## src/res_pkg.sv

```systemverilog
//##############################
// Resolver converter package
// Serial frame, pin codes, sequencer timing and the captured word
//##############################
package res_pkg;

    // One normal-mode read frame is a data word followed by the fault byte
    localparam int FRAME_BITS = 24;
    localparam int DATA_BITS  = 16;
    localparam int FAULT_BITS = 8;
    localparam int BIT_CNT_W  = $clog2(FRAME_BITS + 1);

    // A1/A0 address pin code
    typedef enum logic [1:0] {
        MODE_POS = 2'b00,
        MODE_VEL = 2'b01
    } res_mode_e;

    // RE1/RE0 resolution pin code
    typedef enum logic [1:0] {
        RES_10 = 2'b00,
        RES_12 = 2'b01,
        RES_14 = 2'b10,
        RES_16 = 2'b11
    } res_code_e;

    // Sequencer timing in sclk cycles
    localparam int ADDR_SETUP_CYC = 2;
    localparam int SAMPLE_LOW_CYC = 4;
    localparam int SETTLE_CYC     = 4;
    localparam int DLY_CNT_W      = 3;

    // Sequencer state codes
    localparam logic [2:0] SEQ_IDLE   = 3'd0;
    localparam logic [2:0] SEQ_ADDR   = 3'd1;
    localparam logic [2:0] SEQ_SAMPLE = 3'd2;
    localparam logic [2:0] SEQ_SETTLE = 3'd3;
    localparam logic [2:0] SEQ_FRAME  = 3'd4;
    localparam logic [2:0] SEQ_DONE   = 3'd5;

    // Data word reads as an angle or as a two's complement velocity
    typedef union packed {
        logic        [DATA_BITS-1:0] pos;
        logic signed [DATA_BITS-1:0] vel;
    } res_word_u;

endpackage

```

## src/bus_pkg.sv

```systemverilog
//##############################
// Host register map
// Addresses, field positions and reset values
//##############################
package bus_pkg;

    localparam int REG_ADDR_W = 4;
    localparam int REG_DATA_W = 16;
    localparam int CLKDIV_W   = 8;

    // Register addresses
    localparam logic [REG_ADDR_W-1:0] ADDR_CTRL   = 4'd0;
    localparam logic [REG_ADDR_W-1:0] ADDR_CLKDIV = 4'd1;
    localparam logic [REG_ADDR_W-1:0] ADDR_RES    = 4'd2;

    // CTRL fields
    localparam int CTRL_VEL_BIT = 0;
    localparam int CTRL_RST_BIT = 1;

    // Half period of the bit clock minus one
    localparam logic [CLKDIV_W-1:0] CLKDIV_RST = 8'd3;

    // Full resolution out of reset
    localparam res_pkg::res_code_e RES_RST = res_pkg::RES_16;

endpackage

```

## src/res_ifs.sv

```systemverilog
//##############################
// Internal links of the resolver controller
//##############################
`timescale 1ns/10ps

// Static configuration levels from the register block
interface res_cfg_if;
    res_pkg::res_mode_e             mode;
    res_pkg::res_code_e             res;
    logic [bus_pkg::CLKDIV_W-1:0]   clkdiv;
    logic                           chip_reset;

    // Register block owns every level
    modport src (
        output mode,
        output res,
        output clkdiv,
        output chip_reset
    );

    // Sequencer picks address code and masking
    modport seq (
        input mode,
        input res
    );

    // Frame engine only needs the bit clock divider
    modport spi (
        input clkdiv
    );
endinterface

// Frame request and result between sequencer and frame engine
interface res_xfer_if;
    logic                           req;
    logic                           busy;
    logic                           done;
    logic [res_pkg::FRAME_BITS-1:0] frame;

    modport ctl (
        output req,
        input  busy,
        input  done,
        input  frame
    );

    modport eng (
        input  req,
        output busy,
        output done,
        output frame
    );
endinterface

```

## src/ad2s1210_regs.sv

```systemverilog
//##############################
// Resolver configuration registers
// Stores mode, divider and resolution, drives static pins
//##############################
`timescale 1ns/10ps

module ad2s1210_regs (
    input  logic                           sclk,
    input  logic                           rst_n,
    input  logic                           reg_wr,
    input  logic [bus_pkg::REG_ADDR_W-1:0] reg_addr,
    input  logic [bus_pkg::REG_DATA_W-1:0] reg_wdata,
    res_cfg_if.src                         cfg,
    output logic [1:0]                     res_re,
    output logic                           res_reset_n
);

    // CTRL register fields
    logic                           ctrl_vel;
    logic                           ctrl_rst;
    // Divider and resolution registers
    logic [bus_pkg::CLKDIV_W-1:0]   clkdiv_q;
    res_pkg::res_code_e             res_q;

    // Write decode, unmapped addresses fall through
    always_ff @(posedge sclk) begin
        if (!rst_n) begin
            ctrl_vel <= 1'b0;
            ctrl_rst <= 1'b0;
            clkdiv_q <= bus_pkg::CLKDIV_RST;
            res_q    <= bus_pkg::RES_RST;
        end else if (reg_wr) begin
            case (reg_addr)
                bus_pkg::ADDR_CTRL: begin
                    ctrl_vel <= reg_wdata[bus_pkg::CTRL_VEL_BIT];
                    ctrl_rst <= reg_wdata[bus_pkg::CTRL_RST_BIT];
                end
                bus_pkg::ADDR_CLKDIV: begin
                    clkdiv_q <= reg_wdata[bus_pkg::CLKDIV_W-1:0];
                end
                bus_pkg::ADDR_RES: begin
                    res_q <= res_pkg::res_code_e'(reg_wdata[1:0]);
                end
                default: begin
                end
            endcase
        end
    end

    // Levels shared with sequencer and frame engine
    assign cfg.mode       = ctrl_vel ? res_pkg::MODE_VEL : res_pkg::MODE_POS;
    assign cfg.res        = res_q;
    assign cfg.clkdiv     = clkdiv_q;
    assign cfg.chip_reset = ctrl_rst;

    // RE pins follow the stored code directly
    assign res_re      = cfg.res;
    // Converter reset pin is active low
    assign res_reset_n = ~cfg.chip_reset;

endmodule

```

## src/ad2s1210_spi.sv

```systemverilog
//##############################
// Serial frame engine
// WR framing, bit clock and 24 bit MSB first capture
//##############################
`timescale 1ns/10ps

module ad2s1210_spi (
    input  logic    sclk,
    input  logic    rst_n,
    res_cfg_if.spi  cfg,
    res_xfer_if.eng xfer,
    output logic    res_wr_n,
    output logic    res_sck,
    input  logic    res_miso
);

    logic [bus_pkg::CLKDIV_W-1:0]     div_q;
    logic [bus_pkg::CLKDIV_W-1:0]     hcnt;
    logic [res_pkg::BIT_CNT_W-1:0]    bit_cnt;
    logic [res_pkg::FRAME_BITS-1:0]   shreg;
    logic                             busy_q;
    logic                             done_q;
    // Half-period boundary while a frame runs
    logic                             tick;
    logic                             last;
    logic                             rise;

    assign tick = busy_q && (hcnt == '0);
    // All bits taken, next boundary closes the frame
    assign last = (bit_cnt == res_pkg::BIT_CNT_W'(res_pkg::FRAME_BITS));
    // SCK going low to high on this edge
    assign rise = tick && !last && !res_sck;

    always_ff @(posedge sclk) begin
        if (!rst_n) begin
            busy_q   <= 1'b0;
            done_q   <= 1'b0;
            res_wr_n <= 1'b1;
            res_sck  <= 1'b1;
            div_q    <= '0;
            hcnt     <= '0;
            bit_cnt  <= '0;
        end else begin
            done_q <= 1'b0;
            if (!busy_q) begin
                // Divider latched once per frame
                if (xfer.req) begin
                    busy_q   <= 1'b1;
                    res_wr_n <= 1'b0;
                    div_q    <= cfg.clkdiv;
                    hcnt     <= cfg.clkdiv;
                    bit_cnt  <= '0;
                end
            end else if (!tick) begin
                hcnt <= hcnt - 1'b1;
            end else begin
                hcnt <= div_q;
                if (last) begin
                    // SCK already back high, release WR
                    res_wr_n <= 1'b1;
                    busy_q   <= 1'b0;
                    done_q   <= 1'b1;
                end else begin
                    res_sck <= ~res_sck;
                    if (rise)
                        bit_cnt <= bit_cnt + 1'b1;
                end
            end
        end
    end

    // MSB first, one bit per SCK rising edge
    always_ff @(posedge sclk) begin
        if (rise)
            shreg <= {shreg[res_pkg::FRAME_BITS-2:0], res_miso};
    end

    assign xfer.busy  = busy_q;
    assign xfer.done  = done_q;
    assign xfer.frame = shreg;

endmodule

```

## src/ad2s1210_seq.sv

```systemverilog
//##############################
// Acquisition sequencer
// Address setup, SAMPLE pulse, frame request and masking
//##############################
`timescale 1ns/10ps

module ad2s1210_seq (
    input  logic                            sclk,
    input  logic                            rst_n,
    input  logic                            start,
    res_cfg_if.seq                          cfg,
    res_xfer_if.ctl                         xfer,
    output logic [1:0]                      res_a,
    output logic                            res_sample_n,
    output logic                            busy,
    output logic [res_pkg::DATA_BITS-1:0]   data,
    output logic [res_pkg::FAULT_BITS-1:0]  fault,
    output logic                            data_valid
);

    logic [2:0]                         state;
    logic [res_pkg::DLY_CNT_W-1:0]      cnt;
    logic                               req_q;
    // Resolution held for the whole read
    res_pkg::res_code_e                 res_q;
    res_pkg::res_word_u                 word;
    logic [2:0]                         drop;
    logic [res_pkg::DATA_BITS-1:0]      mask;
    logic signed [res_pkg::DATA_BITS-1:0] vel_trunc;
    logic [res_pkg::DATA_BITS-1:0]      word_masked;

    always_ff @(posedge sclk) begin
        if (!rst_n) begin
            state        <= res_pkg::SEQ_IDLE;
            cnt          <= '0;
            req_q        <= 1'b0;
            res_a        <= res_pkg::MODE_POS;
            res_q        <= res_pkg::RES_16;
            res_sample_n <= 1'b1;
        end else begin
            req_q <= 1'b0;
            case (state)
                // Result cycle also accepts a new start
                res_pkg::SEQ_IDLE, res_pkg::SEQ_DONE: begin
                    if (start) begin
                        state <= res_pkg::SEQ_ADDR;
                        res_a <= cfg.mode;
                        res_q <= cfg.res;
                        cnt   <= res_pkg::DLY_CNT_W'(res_pkg::ADDR_SETUP_CYC - 1);
                    end else begin
                        state <= res_pkg::SEQ_IDLE;
                    end
                end
                res_pkg::SEQ_ADDR: begin
                    if (cnt == '0) begin
                        res_sample_n <= 1'b0;
                        state        <= res_pkg::SEQ_SAMPLE;
                        cnt <= res_pkg::DLY_CNT_W'(res_pkg::SAMPLE_LOW_CYC - 1);
                    end else begin
                        cnt <= cnt - 1'b1;
                    end
                end
                res_pkg::SEQ_SAMPLE: begin
                    if (cnt == '0) begin
                        res_sample_n <= 1'b1;
                        state        <= res_pkg::SEQ_SETTLE;
                        cnt <= res_pkg::DLY_CNT_W'(res_pkg::SETTLE_CYC - 1);
                    end else begin
                        cnt <= cnt - 1'b1;
                    end
                end
                res_pkg::SEQ_SETTLE: begin
                    // Engine must be idle before a new request
                    if (cnt != '0) begin
                        cnt <= cnt - 1'b1;
                    end else if (!xfer.busy) begin
                        req_q <= 1'b1;
                        state <= res_pkg::SEQ_FRAME;
                    end
                end
                res_pkg::SEQ_FRAME: begin
                    if (xfer.done)
                        state <= res_pkg::SEQ_DONE;
                end
                default: state <= res_pkg::SEQ_IDLE;
            endcase
        end
    end

    // Resolution mask, low bits are meaningless below 16 bits
    always_comb begin
        word = xfer.frame[res_pkg::FRAME_BITS-1 -: res_pkg::DATA_BITS];
        case (res_q)
            res_pkg::RES_10: drop = 3'd6;
            res_pkg::RES_12: drop = 3'd4;
            res_pkg::RES_14: drop = 3'd2;
            default:         drop = 3'd0;
        endcase
        mask      = {res_pkg::DATA_BITS{1'b1}} << drop;
        // Arithmetic shift keeps the velocity sign
        vel_trunc = word.vel >>> drop;
        if (res_a == res_pkg::MODE_VEL)
            word_masked = vel_trunc <<< drop;
        else
            word_masked = word.pos & mask;
    end

    // Result words
    always_ff @(posedge sclk) begin
        if (state == res_pkg::SEQ_FRAME && xfer.done) begin
            data  <= word_masked;
            fault <= xfer.frame[res_pkg::FAULT_BITS-1:0];
        end
    end

    assign xfer.req   = req_q;
    assign data_valid = (state == res_pkg::SEQ_DONE);
    assign busy       = (state != res_pkg::SEQ_IDLE) && (state != res_pkg::SEQ_DONE);

endmodule

```

## src/ad2s1210_if.sv

```systemverilog
//##############################
// Resolver controller top
// Registers, sequencer and frame engine
//##############################
`timescale 1ns/10ps

module ad2s1210_if (
    input  logic                            sclk,
    input  logic                            rst_n,
    // Host register bus
    input  logic                            reg_wr,
    input  logic [bus_pkg::REG_ADDR_W-1:0]  reg_addr,
    input  logic [bus_pkg::REG_DATA_W-1:0]  reg_wdata,
    input  logic                            start,
    // Read results
    output logic                            busy,
    output logic [res_pkg::DATA_BITS-1:0]   data,
    output logic [res_pkg::FAULT_BITS-1:0]  fault,
    output logic                            data_valid,
    // Converter pins
    output logic [1:0]                      res_a,
    output logic [1:0]                      res_re,
    output logic                            res_sample_n,
    output logic                            res_reset_n,
    output logic                            res_wr_n,
    output logic                            res_sck,
    input  logic                            res_miso
);

    res_cfg_if  cfg ();
    res_xfer_if xfer ();

    ad2s1210_regs u_regs (
        .sclk        (sclk),
        .rst_n       (rst_n),
        .reg_wr      (reg_wr),
        .reg_addr    (reg_addr),
        .reg_wdata   (reg_wdata),
        .cfg         (cfg.src),
        .res_re      (res_re),
        .res_reset_n (res_reset_n)
    );

    ad2s1210_seq u_seq (
        .sclk         (sclk),
        .rst_n        (rst_n),
        .start        (start),
        .cfg          (cfg.seq),
        .xfer         (xfer.ctl),
        .res_a        (res_a),
        .res_sample_n (res_sample_n),
        .busy         (busy),
        .data         (data),
        .fault        (fault),
        .data_valid   (data_valid)
    );

    ad2s1210_spi u_spi (
        .sclk     (sclk),
        .rst_n    (rst_n),
        .cfg      (cfg.spi),
        .xfer     (xfer.eng),
        .res_wr_n (res_wr_n),
        .res_sck  (res_sck),
        .res_miso (res_miso)
    );

endmodule

```

## config.mk

```make
export PLATFORM = sky130hd
export DESIGN_NAME = ad2s1210_if
export DESIGN_NICKNAME = d
export VERILOG_FILES = /design/src/res_pkg.sv /design/src/bus_pkg.sv /design/src/res_ifs.sv /design/src/ad2s1210_regs.sv /design/src/ad2s1210_spi.sv /design/src/ad2s1210_seq.sv /design/src/ad2s1210_if.sv
export SDC_FILE = /design/constraint.sdc
export NUM_CORES = 1
export LEC_CHECK = 0
export BUFFER_PORTS_ARGS = -buffer_cell sky130_fd_sc_hd__buf_2
export CAP_MARGIN = 20
export CORE_MARGIN = 2
export CORE_UTILIZATION = 54
export DETAILED_ROUTE_END_ITERATION = 10
export GPL_ROUTABILITY_DRIVEN = 0
export PLACE_DENSITY = 0.88
export SYNTH_ARGS = -nofsm -noshare
export SYNTH_HDL_FRONTEND = slang
export SYNTH_HIERARCHICAL = 1
export SYNTH_SLANG_ARGS = --single-unit
```

## constraint.sdc

```tcl
create_clock -name sclk -period 2.95 [get_ports sclk]
set_input_delay 0.7375 -clock sclk [delete_from_list [all_inputs] [get_ports sclk]]
set_output_delay 0.7375 -clock sclk [all_outputs]
set_load 0.01 [all_outputs]
```

* Word-level counts from Yosys, hierarchy flattened
Cells that the tools add are included.
Word-level totals: memory bits (read-only) 0, bits in latches 0, bits in registers 97, input bits 25, output and inout port bits 34, memory bits (writable) 0, memories 0
Cells by class: shift-type cells 3, multiply operators 0, equality and inequality tests 23, div/mod/pow operators 0, magnitude comparators 0, bitwise operators 7, $add $sub $neg 3, muxes and demuxes 35, reduce and logical (&&, ||, !) cells 32
Operators by type and width (count):
- $mux 5 | 5
- $mux 3 | 8
- $mux 8 | 3
- $pmux 3 s3 | 2
- $and 16x16->16 | 1
- $mux 16 | 1
- $shl 16x3->16 const A | 1
- $sshl 16x3->16 | 1
- $sshr 16x3->16 | 1
- $pmux 3 s5 | 1
- $reduce_and 3->1 | 5
- $mux 1 | 14
- $ne 2x2->1 const B | 7
- $reduce_and 2->1 | 5
- $reduce_bool 3->1 | 3
- $logic_not 8->1 | 1
- $ne 2x1->1 const B | 4
- $sub 8x1->8 const B | 1
- $eq 3x2->1 const B | 2
- $eq 3x3->1 const B | 2
- $logic_not 3->1 | 2
- $not 1->1 | 6
- $add 5x1->5 const B | 1
- $eq 5x5->1 const B | 1
- 17 further kinds | 25

* Depth between registers and ports, before layout
word-level depth 8, depth in mapped cells 6, gate-level depth less buffers 6

* Modules after synthesis
Netlist, hierarchy kept.
Modules (own cells, without submodules):
- ad2s1210_spi | times used 1, cells an instance 178, sequential area each 1221.2 sq um, area each 2078.2 sq um
- ad2s1210_seq | times used 1, cells an instance 121, sequential area each 960.9 sq um, area each 1512.7 sq um
- ad2s1210_regs | times used 1, cells an instance 61, sequential area each 240.2 sq um, area each 561.8 sq um

* Worst setup path after synthesis
Ideal clock, no wire load.
path type reg2reg, from register u_spi/hcnt[0] (netlist name), to register u_spi/bit_cnt[3] (netlist name), path buffers 0, setup time 0.059 ns, period minus slack after synthesis 2.681 ns, stages on the path, launching flop included 7, required time 2.891 ns, arrival 2.622 ns, setup slack 0.269 ns, cells stage by stage dfxtp_1 -> inv_1 -> ha_1 -> or4bb_1 -> nor4b_4 -> nor3b_2 -> o211a_1
Between the ends: word-level cells in the longest chain between the ends 6
Ends and longest elaborated chain:
- start: declaration | line ad2s1210_spi.sv:18 | logic [bus_pkg::CLKDIV_W-1:0] hcnt;
- start signal: assignment | line ad2s1210_spi.sv:51 | hcnt <= cfg.clkdiv;
- start signal: assignment | line ad2s1210_spi.sv:55 | hcnt <= hcnt - 1'b1;
- start signal: assignment | line ad2s1210_spi.sv:57 | hcnt <= div_q;
- $logic_not 8->1 | line ad2s1210_spi.sv:28 | assign tick = busy_q && (hcnt == '0);
- $logic_and 1x1->1 | line ad2s1210_spi.sv:28
- $logic_and 1x1->1 (2 in series) | line ad2s1210_spi.sv:32 | assign rise = tick && !last && !res_sck;
- net u_spi.rise | line ad2s1210_spi.sv:26 | logic rise;
- $ne 2x2->1 (no line)
- $reduce_and 4->1 (no line)
- end signal: assignment | line ad2s1210_spi.sv:66 | bit_cnt <= bit_cnt + 1'b1;
- end: declaration | line ad2s1210_spi.sv:19 | logic [res_pkg::BIT_CNT_W-1:0] bit_cnt;
The timed path passes the listed nets, and every way through them passes these cells. A chain may end at the register's enable or synchronous reset.

* Final worst setup path
Ends and elaborated chain as after synthesis.

==> run_results.csv <==
group,metric,value,unit
run_status,outcome,"finished, final reports clean",
detailed_routing,drtAntennaViolNets,0,
detailed_routing,vias_per_cell,5.58,
clock_tree,cts_setup_buffers,0,
detailed_routing,dr.first_iter.drc_count,222,
synth,yosysWarnings,6,
synth,synth_area_leaders,"edfxtp_1 (35%), dfxtp_1 (24%), mux2i_1 (6.5%)",
timing,timing.final.ws_setup,645,ps
timing,tightest_slew,645,ps
synth,synth_xor_area_share,1.27,%
clock_tree,numCtsBuffers,9,
finish,area_growth,10.5,%
pwr,power_density,634,nW/µm²
placement,portBuffers,50,
clock_tree,cts_sinks,97,
synth,synth_nets,391,
synth,synth-simple-area-share,16.1,%
timing,finalSetupViolations,0,
timing,max_freq,434,MHz
synth,synth_edf_count,48,
timing,min_period_over_period,78.1,%
die,io_pins,59,
global_routing,grt_pass1_vias,2737,
timing,rsz0062_at_grt,"no",
timing,skew,13.3,ps
finish,nNetsFinal,428,
timing,finalHoldViolations,0,
synth,synth-seq-area-share,58.3,%
placement,place_inst,485,
die,die_area,8410,µm²
global_routing,grt_pass1_wl,12500,µm
synth,synth_compound_area_share,9.67,%
synth,syn-mean-instance-area,11.5,µm²
pwr,p_leak,1.72,nW
setup_path,cp.required,3260,ps
synth,ys_types,63,
timing,relSlewSlack,57.0,%
worst_hold_path,holdCritPathClass,"reg -> reg",
synth,syn_inst,360,
setup_path,path_class,"reg -> reg",
clock_tree,clockBufferDepth,2,
placement,dp_hpwl,5200,µm
detailed_routing,dr.pass1.iters,5,
global_routing,grt_remaining_overflow,0,
placement,place_area,4390,µm²
global_routing,grt_max_degree,43,
clock_tree,worstSkewPairLatency,360,ps
die,start_util,56.6,%
setup_path,cp_max_fo,30,
synth,synth_most_common_cell,"nand2_1",
detailed_routing,finalWirelength,7670,µm
synth,synthTopCellsByCount,"nand2_1 (50), dfxtp_1 (49), edfxtp_1 (48), mux2i_1 (27)",
pwr,vdd_drop_max,0.360,mV
synth,synth_ff_type,"dfxtp_1",
die,die_w,91.7,µm
synth,synth_top_area_share,34.7,%
timing,finalSetupTns,0,ps
finish,fillers,564,
timing,slew_viol_final,0,
synth,synth_area_leader_cell,"edfxtp_1",
setup_path,end_kind,"flip-flop",
setup_path,crit_path_start_kind,"flip-flop",
clock_tree,cts_resized,0,
synth,syn_area,4150,µm²
clock_tree,cts_tree,"yes",
timing,fin_crit,2300,ps
detailed_routing,vias,2797,
synth,synth_seq_cells,97,
finish,postLayoutCoreUtil,62.6,%
synth,synthMuxAreaShare,7.59,%
detailed_routing,wl_per_cell,15.3,µm
run,max_cap_viol_count,0,
clock_tree,htree_levels,3,
clock_tree,clk_pin_slew,90,ps
finish,fin_area,4590,µm²
finish,fin_cells,501,
clock_tree,cts-root-buf,"clkbuf_8",
setup_path,arrival,2610,ps
placement,pre_cts_ws,656,ps
global_routing,antenna_found_initial,0,
synth,async_flop_share,0,%
finish,antenna_cells,0,
synth,synth_top_family_by_area,"simple AND/OR/NAND/NOR gates",
synth,synthAdderAreaFrac,1.81,%
die,coreArea,7330,µm²
finish,drive_gt1_share,21.9,%
clock_tree,ctsHoldBuffers,0,
detailed_routing,drc,0,
die,rows,31,
die,die_h,91.7,µm
global_routing,grt_usage,18.6,%
## stage by stage
| step | hold slack [ps] | power (W) |
|---|---|---|
| after floorplan | 418 | 0.00199 |
| after global placement | 406 | 0.00206 |
| after detailed placement | 415 | 0.00209 |
| after CTS | 435 | 0.00293 |
| after global routing | 443 | 0.00304 |
| final | 430 | 0.00291 |
## worst max-delay path, stage by stage, from the launching register on
cell	delay (ps)
dfxtp_1	340
inv_1	120
ha_1	220
or4bb_1	570
nor4b_4	240
buf_4	390
nor3b_2	230
o211a_1	140
## cell families after synthesis
group	count (synthesis)
mux	31
flops	97
buf+inv	41
fa+ha+maj	6
xor+xnor	6
other cells	1
simple gates	123
compound gates	55
## flip-flops by register name, summed over array words and instances, names as in the netlist, 3 cells and up
register and flops:
u_spi/div_q 8, u_spi/xfer.frame 24, u_spi/bit_cnt 5, u_seq/cnt 3
u_seq/state 3, u_seq/fault 8, u_regs/cfg.clkdiv 8, u_seq/data 16
u_spi/hcnt 8
## area by class of cell
type	count	area, µm²	area share, %
clock buffer	10	128	2.78
inverter	13	48.8	1.06
multi-input combinational	222	1520	33.0
tap	99	124	2.70
timing repair buffer	54	280	6.11
clock inverter	6	68.8	1.50
sequential	97	2420	52.8
## per-layer routing
metal  vias up  wire, µm  track usage, %
li1       1335         -               -
met1      1343      3240            22.4
met2       111      3930            32.6
met3         8       423            4.44
met4         0        86            6.84
met5         -         0               0
## cell usage in the layout, fill, tap and decap left out, types with 4 or more instances in the layout
cell type	n
mux2_2	4
a21oi_1	7
nor2b_1	9
edfxtp_1	48
nand2_1	50
and2_1	4
nor2_1	15
o21ai_0	11
clkbuf_8	9
ha_1	6
o22ai_1	5
and3_1	8
mux2i_1	27
buf_4	4
a21boi_0	9
inv_1	13
nand3_1	8
nor3_1	5
buf_2	50
dfxtp_1	49
## path summary, 6_finish.rpt
path | cells past startpoint | startpoint | to | slack, ps
max | 7 | u_spi/hcnt[0] | u_spi/bit_cnt[3] | 650
min | 0 | u_spi/xfer.frame[23] | u_seq/data[15] | 430
max reg2reg | 7 | u_spi/hcnt[0] | u_spi/bit_cnt[3] | 650
min reg2reg | 0 | u_spi/xfer.frame[23] | u_seq/data[15] | 430
## where the power goes
part	switching [W]	leakage, nW	internal, W
sequential	0.0000762	0.828	0.00145
clock	0.000445	0.0964	0.000395
combinational	0.000288	0.795	0.000255
No activity file was read; power rests on OpenSTA's default activity.
